## config.mk

```make
export PLATFORM = sky130hd
export DESIGN_NAME = memCtrlTop
export DESIGN_NICKNAME = d
export VERILOG_FILES = /design/src/common/memBusPkg.sv /design/src/common/memCtrlPkg.sv /design/src/common/stepIf.sv /design/src/hw/memCtrlTop.sv /design/src/memctrl/accessSequencer.sv /design/src/memctrl/byteCounter.sv /design/src/memctrl/byteDatapath.sv
export SDC_FILE = /design/constraint.sdc
export NUM_CORES = 1
export LEC_CHECK = 0
export ABC_AREA = 0
export BUFFER_PORTS_ARGS = -buffer_cell sky130_fd_sc_hd__buf_2
export CORE_UTILIZATION = 46
export DETAILED_ROUTE_END_ITERATION = 10
export GPL_TIMING_DRIVEN = 0
export PLACE_DENSITY = 0.8
export SLEW_MARGIN = 30
export SYNTH_ARGS = -nofsm -noshare
export SYNTH_HDL_FRONTEND = slang
export SYNTH_SLANG_ARGS = --single-unit
```

## constraint.sdc

```tcl
create_clock -name clk -period 6.3 [get_ports clk]
set_clock_uncertainty 0.2 [all_clocks]
set_input_delay 0.315 -clock clk [delete_from_list [all_inputs] [get_ports clk]]
set_output_delay 0.315 -clock clk [all_outputs]
set_load 0.01 [all_outputs]
```

## src/common/memBusPkg.sv

```systemverilog
package memBusPkg;

    // word geometry
    localparam int wordBytes = 4;
    localparam int byteWidth = 8;
    localparam int wordWidth = wordBytes * byteWidth;
    localparam int addrWidth = 32;

    typedef logic [wordWidth-1:0] wordT;
    typedef logic [byteWidth-1:0] byteT;
    typedef logic [addrWidth-1:0] addrT;

    // lane inside a word
    typedef logic [$clog2(wordBytes)-1:0] byteIdxT;

    // transfer length in bytes, 1, 2 or 4
    typedef logic [2:0] lenT;

    // instruction fetch always pulls a whole word
    localparam lenT fetchBytes = lenT'(wordBytes);

endpackage

```

## src/common/memCtrlPkg.sv

```systemverilog
package memCtrlPkg;

    // one transfer walks Idle -> Issue -> (Drain) -> Done
    typedef enum logic [1:0] {
        Idle,
        Issue,
        Drain,
        Done
    } seqStateT;

    typedef enum logic [1:0] {
        Fetch,
        Load,
        Store
    } accessKindT;

endpackage

```

## src/common/stepIf.sv

```systemverilog
interface stepIf;
    import memBusPkg::*;

    // sequencer side
    logic start;
    lenT length;
    logic advance;

    // counter side
    byteIdxT byteIdx;
    logic last;

    modport sequencer (output start, output length, output advance, input last);

    modport counter (input start, input length, input advance, output byteIdx, output last);

    modport datapath (input byteIdx);

endinterface

```

## src/hw/memCtrlTop.sv

```systemverilog
module memCtrlTop #(
    parameter int ramAddrWidth = 17
) (
    input  logic                    clk,
    input  logic                    rst,

    input  logic                    i_ifEn,
    input  memBusPkg::addrT         i_ifAddr,
    output logic                    o_ifDone,
    output memBusPkg::wordT         o_ifInst,

    input  logic                    i_dcEn,
    input  logic                    i_dcWrite,
    input  memBusPkg::lenT          i_dcLen,
    input  memBusPkg::addrT         i_dcAddr,
    input  memBusPkg::wordT         i_dcData,
    output logic                    o_dcDone,
    output memBusPkg::wordT         o_dcData,

    input  memBusPkg::byteT         i_memData,
    output logic [ramAddrWidth-1:0] o_memAddr,
    output logic                    o_memWrite,
    output memBusPkg::byteT         o_memData,

    input  logic                    i_stall
);
    import memBusPkg::*;

    logic latch;
    logic selData;
    logic capture;
    logic drive;
    wordT word;

    stepIf step ();

    accessSequencer sequencerInst (
        .clk       (clk),
        .rst       (rst),
        .i_ifEn    (i_ifEn),
        .i_dcEn    (i_dcEn),
        .i_dcWrite (i_dcWrite),
        .i_dcLen   (i_dcLen),
        .i_stall   (i_stall),
        .step      (step.sequencer),
        .o_latch   (latch),
        .o_selData (selData),
        .o_capture (capture),
        .o_drive   (drive),
        .o_ifDone  (o_ifDone),
        .o_dcDone  (o_dcDone)
    );

    byteCounter counterInst (
        .clk  (clk),
        .rst  (rst),
        .step (step.counter)
    );

    byteDatapath #(
        .ramAddrWidth (ramAddrWidth)
    ) datapathInst (
        .clk        (clk),
        .rst        (rst),
        .i_latch    (latch),
        .i_selData  (selData),
        .i_capture  (capture),
        .i_drive    (drive),
        .i_ifAddr   (i_ifAddr),
        .i_dcAddr   (i_dcAddr),
        .i_dcData   (i_dcData),
        .i_memData  (i_memData),
        .step       (step.datapath),
        .o_memAddr  (o_memAddr),
        .o_memWrite (o_memWrite),
        .o_memData  (o_memData),
        .o_word     (word)
    );

    // one word register serves both requesters, qualified by their done
    assign o_ifInst = word;
    assign o_dcData = word;

endmodule

```

## src/memctrl/accessSequencer.sv

```systemverilog
module accessSequencer (
    input  logic           clk,
    input  logic           rst,
    input  logic           i_ifEn,
    input  logic           i_dcEn,
    input  logic           i_dcWrite,
    input  memBusPkg::lenT i_dcLen,
    input  logic           i_stall,
    stepIf.sequencer       step,
    output logic           o_latch,
    output logic           o_selData,
    output logic           o_capture,
    output logic           o_drive,
    output logic           o_ifDone,
    output logic           o_dcDone
);
    import memBusPkg::*;
    import memCtrlPkg::*;

    seqStateT state;
    seqStateT nextState;
    accessKindT kind;
    accessKindT pickKind;
    logic accept;

    // only sampled in Idle, stall blocks new work
    assign accept = (state == Idle) && !i_stall && (i_ifEn || i_dcEn);

    // data side wins over a pending fetch
    always_comb begin
        if (i_dcEn) begin
            pickKind = i_dcWrite ? Store : Load;
        end else begin
            pickKind = Fetch;
        end
    end

    assign o_latch = accept;
    assign o_selData = i_dcEn;

    assign step.start = accept;
    assign step.length = i_dcEn ? i_dcLen : fetchBytes;
    assign step.advance = (state == Issue);

    assign o_drive = (state == Issue) && (kind == Store);

    always_comb begin
        nextState = state;
        case (state)
            Idle: begin
                if (accept) begin
                    nextState = Issue;
                end
            end
            Issue: begin
                // reads need one more cycle for the last byte to return
                if (step.last) begin
                    nextState = (kind == Store) ? Done : Drain;
                end
            end
            Drain: begin
                nextState = Done;
            end
            Done: begin
                nextState = Idle;
            end
            default: begin
                nextState = Idle;
            end
        endcase
    end

    always_ff @(posedge clk) begin
        if (rst) begin
            state <= Idle;
            kind <= Fetch;
            o_capture <= 1'b0;
            o_ifDone <= 1'b0;
            o_dcDone <= 1'b0;
        end else begin
            state <= nextState;
            // RAM answers one cycle after the address
            o_capture <= (state == Issue) && (kind != Store);
            o_ifDone <= (nextState == Done) && (kind == Fetch);
            o_dcDone <= (nextState == Done) && (kind != Fetch);
            if (accept) begin
                kind <= pickKind;
            end
        end
    end

endmodule

```

## src/memctrl/byteCounter.sv

```systemverilog
module byteCounter (
    input logic    clk,
    input logic    rst,
    stepIf.counter step
);
    import memBusPkg::*;

    lenT length;
    lenT lastIdx;
    byteIdxT byteIdx;

    always_ff @(posedge clk) begin
        if (rst) begin
            length <= '0;
            byteIdx <= '0;
        end else if (step.start) begin
            length <= step.length;
            byteIdx <= '0;
        end else if (step.advance) begin
            byteIdx <= byteIdx + 1'b1;
        end
    end

    assign lastIdx = length - lenT'(1);

    assign step.byteIdx = byteIdx;
    assign step.last = (lenT'(byteIdx) == lastIdx);

endmodule

```

## src/memctrl/byteDatapath.sv

```systemverilog
module byteDatapath #(
    parameter int ramAddrWidth = 17
) (
    input  logic                    clk,
    input  logic                    rst,
    input  logic                    i_latch,
    input  logic                    i_selData,
    input  logic                    i_capture,
    input  logic                    i_drive,
    input  memBusPkg::addrT         i_ifAddr,
    input  memBusPkg::addrT         i_dcAddr,
    input  memBusPkg::wordT         i_dcData,
    input  memBusPkg::byteT         i_memData,
    stepIf.datapath                 step,
    output logic [ramAddrWidth-1:0] o_memAddr,
    output logic                    o_memWrite,
    output memBusPkg::byteT         o_memData,
    output memBusPkg::wordT         o_word
);
    import memBusPkg::*;

    addrT baseAddr;
    addrT byteAddr;
    wordT storeWord;
    wordT loadWord;
    byteIdxT capIdx;

    always_ff @(posedge clk) begin
        if (i_latch) begin
            baseAddr <= i_selData ? i_dcAddr : i_ifAddr;
            if (i_selData) begin
                storeWord <= i_dcData;
            end
        end
        // lane of the byte now coming back from the RAM
        capIdx <= step.byteIdx;
    end

    // cleared on accept so short loads come out zero-extended
    always_ff @(posedge clk) begin
        if (rst) begin
            loadWord <= '0;
        end else if (i_latch) begin
            loadWord <= '0;
        end else if (i_capture) begin
            loadWord[byteWidth*capIdx +: byteWidth] <= i_memData;
        end
    end

    // little-endian, byte n of the word at base + n
    assign byteAddr = baseAddr + addrT'(step.byteIdx);
    assign o_memAddr = byteAddr[ramAddrWidth-1:0];

    assign o_memWrite = i_drive;
    assign o_memData = storeWord[byteWidth*step.byteIdx +: byteWidth];

    assign o_word = loadWord;

endmodule

```

# [After elaboration in Yosys (flattened, before gate mapping)]
# Cells that the tools add are included.
[totals] reg_bits=95 inputBits=113 elab_cells=47
[op_classes] addsub=4 n_eq_ne=7 shifts=3 muxes=9 n_reduce_logical=13
[ops] operator="$neg 5->34" count=1
[ops] operator="$shift 8x34->32 const A" count=1
[ops] operator="$shiftx 8x34->32" count=1
[ops] operator="$bwmux 32" count=1
[ops] operator="$shiftx 32x6->8" count=1
[ops] operator="$add 17x2->17" count=1
[ops] operator="$mux 17" count=1
[ops] operator="$eq 2x2->1 const B" count=4
[ops] operator="$mux 2" count=4
[ops] operator="$pmux 2 s4" count=1
[ops] operator="$logic_and 1x1->1" count=6
[ops] operator="$logic_not 2->1" count=2
[ops] operator="$eq 2x3->1" count=1
[ops] operator="$mux 3" count=1
[ops] operator="$sub 3x1->3 const B" count=1
[ops] operator="$add 2x1->2 const B" count=1
[ops] operator="$eq 2x1->1 const B" count=1
[ops] operator="$ne 2x2->1 const B" count=1
[ops] operator="$reduce_and 2->1" count=1
[ops] operator="$reduce_bool 2->1" count=1
[ops] operator="$reduce_or 2->1" count=1
[ops] operator="$logic_not 1->1" count=1
[ops] operator="$logic_or 1x1->1" count=1
[ops] operator="$mux 1" count=1

# [Depth between registers and ports, before layout]
[logic_depth] depth_word=7 mapped_depth=7 mapped_depth_nobuf=7

# [Modules after synthesis]
# Synthesis repeated with hierarchy kept, for this count alone.
[unflattened] cells_unflattened=340 hier_area_um2=4266.6
[by_module_without_submodules] mod="byteDatapath" n_inst=1 cells_each=248 area_per_inst_um2=3435.8
[by_module_without_submodules] mod="accessSequencer" n_inst=1 cells_each=36 area_per_inst_um2=344.1
[by_module_without_submodules] mod="byteCounter" n_inst=1 cells_each=24 area_per_inst_um2=246.5
[by_module_without_submodules] mod="memCtrlTop" n_inst=1 cells_each=32 area_per_inst_um2=240.2

# [Worst setup path before layout]
# No wires, ideal clock.
[synth_timing] path_type="input -> register" start="input i_dcEn" end="register sequencerInst.kind[0]" arrival_ns=4.470 required_ns=6.041 path_slack_ns=1.571 path_stages=4 path_buffers=1 path_cell_list="buf_4 -> nor4b_1 -> and2b_1 -> a22o_1"
[synth_via] elab_chain_len=2
[synth_rtl] item="start: declaration" line_no="memCtrlTop.sv:12" text="input logic i_dcEn,"
[synth_rtl] item="$logic_or 1x1->1" line_no="accessSequencer.sv:27" text="assign accept = (state == Idle) && !i_stall && (i_ifEn || i_dcEn);"
[synth_rtl] item="$logic_and 1x1->1" line_no="accessSequencer.sv:27"
[synth_rtl] item="end signal: assignment" line_no="accessSequencer.sv:76" text="kind <= Fetch;"
[synth_rtl] item="end signal: assignment" line_no="accessSequencer.sv:87" text="kind <= pickKind;"
[synth_rtl] item="end: declaration" line_no="accessSequencer.sv:22" text="accessKindT kind;"
# Parallel ways exist; a longest one is shown, timed or not.
# A chain may end at the register's enable or synchronous reset.

# [Worst setup path in the final report]
[layout_timing] start="register counterInst.byteIdx[1] (netlist: counterInst.step.byteIdx[1])" end="output o_memAddr[14]"
[layout_via] elab_chain_len=1
[layout_rtl] item="start: declaration" line_no="byteCounter.sv:10" text="byteIdxT byteIdx;"
[layout_rtl] item="start signal: assignment" line_no="byteCounter.sv:20" text="byteIdx <= byteIdx + 1'b1;"
[layout_rtl] item="$add 17x2->17" line_no="byteDatapath.sv:51" text="assign byteAddr = baseAddr + addrT'(step.byteIdx);"
[layout_rtl] item="end: declaration" line_no="memCtrlTop.sv:21" text="output logic [ramAddrWidth-1:0] o_memAddr,"
# Every way passes these cells.

==> results.sh <==
export IMPL_status="complete, but fails checks"
export IMPL_violations="design-rule violations"
export IMPL_dp_cells=620
export IMPL_synth_cells=333
export IMPL_use_met3=0.0408
export IMPL_h_tree_depth=3
export IMPL_synth_avg_cell_area_um2=12.7
export IMPL_clk_pin_slew_ps=90
export IMPL_yosys_warnings=0
export IMPL_drv_slew=0
export IMPL_cts_tree="yes"
export IMPL_diodes=0
export IMPL_vias_per_cell=5.09
export IMPL_critPathMaxStageDelay_ps=490
export IMPL_cts_root_buf="clkbuf_8"
export IMPL_wl_per_cell_um=14.9
export IMPL_clock_path_buffers=2
export IMPL_synth_most_common_cell="edfxtp_1"
export IMPL_dp_hpwl_um=7230
export IMPL_met1_usage=0.233
export IMPL_period_share=0.504
export IMPL_die_x_um=98.0
export IMPL_multi_input_area_mm2=0.00149
export IMPL_rows=34
export IMPL_crit_path_cell_trace="buf_6 -> inv_1 -> fa_1 -> nand3b_1 -> nor4_2 -> nand3_1 -> xnor2_1 -> buf_2"
export IMPL_gp_congestion=0.822
export IMPL_grt_antenna_before_repair=0
export IMPL_fin_crit_ps=3170
export IMPL_drc=19
export IMPL_grt_usage=0.211
export IMPL_synth_common_cells="49 x edfxtp_1, 46 x dfxtp_1, 44 x nor2_1"
export IMPL_holdWs_ps=23.1
export IMPL_hold_violations=0
export IMPL_critPathRequiredTime_ps=5780
export IMPL_seq_area_frac_synth=0.564
export IMPL_grt_pass1_wl_um=15700
export IMPL_globalRouteOverflowTotal=0
export IMPL_grtUsageMet2=0.399
export IMPL_setup_worst_path_class="flip-flop to primary output"
export IMPL_cts_num_sinks=95
export IMPL_slowest_stage="fa_1"
export IMPL_core_area_mm2=0.00881
export IMPL_n_fill_cell=663
export IMPL_finalWorstSetupSlack_ps=3130
export IMPL_slew_headroom=0.501
export IMPL_nNetsFinal=680
export IMPL_grt_pass1_vias=3319
export IMPL_yosys_register_bits=95
export IMPL_detail_route_antenna_nets=0
export IMPL_yosysUniqueCellTypes=47
export IMPL_start_kind="flip-flop"
export IMPL_worstSetupEndpointType="primary output"
export IMPL_dieHeight_um=98.0
export IMPL_critPathTopFamily="simple AND/OR/NAND/NOR gates"
export IMPL_ir_drop_v=0.000133
export IMPL_start_util=0.482
export IMPL_maxCapViolCount=0
export IMPL_tns_ps=0
export IMPL_synth_edf_count=49
export IMPL_grt_busiest_layer="met2"
export IMPL_power_density_mw_per_mm2=224
export IMPL_rsz0062_at_grt="no"
export IMPL_cts_setup_buffers=0
export IMPL_port_buffers=173
export IMPL_worst_path_buf_inv=3
export IMPL_synth_area_mm2=0.00424
export IMPL_synth_ff_type="edfxtp_1"
export IMPL_seq_area_mm2=0.00239
export IMPL_finalWirelength_um=9970
export IMPL_ios=205
export IMPL_drive_gt1_frac=0.481
export IMPL_synthArstFlopShare=0
export IMPL_path_max_fanout=10
export IMPL_worst_pin_slew_ps=742
export IMPL_synth_top_area_share=0.347
export IMPL_via_count=3415
export IMPL_clock_fmax_mhz=315
export IMPL_min_delay_path_class="input pin to flip-flop"
export IMPL_yosys_top_cells_area="edfxtp_1 35%, dfxtp_1 22%, buf_4 5.8%"
export IMPL_syn_to_final_growth_pct=38.5
export IMPL_finalNonFillerCells=671
export IMPL_clkLatencyLatePin_ps=340
export IMPL_arrival_ps=2660
export IMPL_initialDrtViolationCount=145
export IMPL_dieArea_mm2=0.00961
export IMPL_grt_max_degree=16
export IMPL_total_power_mw=1.32
export IMPL_p_leak_nw=2.63
export IMPL_syn_nets=455
export IMPL_setup_violations=0
export IMPL_synth_top_cell_by_area="edfxtp_1"
export IMPL_post_place_ws_ps=3500
export IMPL_first_pass_iters=8
export IMPL_cts_buffers=9
-- metal layers --
metal,up-vias,wire length (um)
met4,0,194
met5,-,0
met2,159,5260
met1,1621,3880
met3,17,635
li1,1618,-
-- registers in the layout (all words and copies together), names as in the netlist --
signal                    flops
datapathInst.baseAddr        17
sequencerInst.state           2
sequencerInst.o_dcDone        1
sequencerInst.o_capture       1
sequencerInst.o_ifDone        1
datapathInst.capIdx           2
counterInst.step.byteIdx      2
sequencerInst.kind            2
datapathInst.o_word          32
datapathInst.storeWord       32
counterInst.length            3
-- tightest hold or removal path, cell delays in order --
cell and delay [ps]:
buf_2 100, inv_1 40, a311oi_1 70
-- layout by cell type, fill, tap and decap left out, types with 2 or more instances in the layout --
cell / Yosys / layout
a21oi_1: 2 / 2
a22o_1: 2 / 2
a22oi_1: 32 / 32
and2b_1: 2 / 2
and3_1: 3 / 3
and4_1: 2 / 2
buf_2: 2 / 180
buf_4: 33 / 33
buf_6: 5 / 6
bufinv_16: 0 / 2
clkbuf_1: 1 / 2
clkbuf_2: 3 / 3
clkbuf_8: 0 / 10
clkinvlp_4: 0 / 2
dfxtp_1: 46 / 46
dlygate4sd3_1: 0 / 35
edfxtp_1: 49 / 49
ha_1: 8 / 8
inv_1: 10 / 10
mux2_2: 17 / 17
mux4_1: 2 / 2
mux4_2: 6 / 6
nand2_1: 11 / 11
nand2b_1: 3 / 3
nand3_1: 5 / 5
nand3b_1: 2 / 2
nor2_1: 44 / 44
nor2b_1: 2 / 2
o21ai_0: 2 / 2
xnor2_1: 13 / 13
xor2_1: 6 / 6
-- timing repair --
action | 4_1_cts | 5_1_grt
resized for setup | 0 | 0
hold buffers | 35 | 0
hold endpoints to repair | 35 | 0
-- metrics by stage --
stage                     utilization  instance area [um2]
after detailed placement        0.600                 5290
after global routing            0.668                 5880
after CTS                       0.668                 5880
after global placement          0.595                 5240
final                           0.668                 5880
after floorplan                     -                 4240
-- path summary, 6_finish.rpt --
check / to / from / cells past startpoint / slack, ps
worst max-delay path: o_memAddr[14] / counterInst.step.byteIdx[1] / 8 / 3130
worst min-delay path: counterInst.length[2] / i_dcLen[2] / 3 / 20
worst max register to register: datapathInst.storeWord[7] / sequencerInst.state[0] / 5 / 4060
worst min register to register: datapathInst.capIdx[1] / counterInst.step.byteIdx[1] / 0 / 190
-- layout make-up --
cell class,instances,share of cell area
sequential,95,0.407
multi-input combinational,184,0.253
timing repair buffer,214,0.213
buffer,44,0.0566
clock buffer,12,0.0283
tap,108,0.0230
clock inverter,4,0.0128
inverter,10,0.00639
-- where the power goes --
group | switching [mW] | leakage, nW | internal [mW] | total [mW]
sequential | 0.0151 | 0.829 | 0.675 | 0.691
combinational | 0.0748 | 1.68 | 0.0848 | 0.160
clock | 0.207 | 0.114 | 0.259 | 0.466
-- kinds of logic after synthesis --
logic type | share of synthesized area
mux | 0.0894
xor+xnor | 0.0431
buf+inv | 0.0873
compound gates | 0.0761
simple gates | 0.112
flops | 0.564
fa+ha+maj | 0.0283
(Power assumes the default switching activity.)
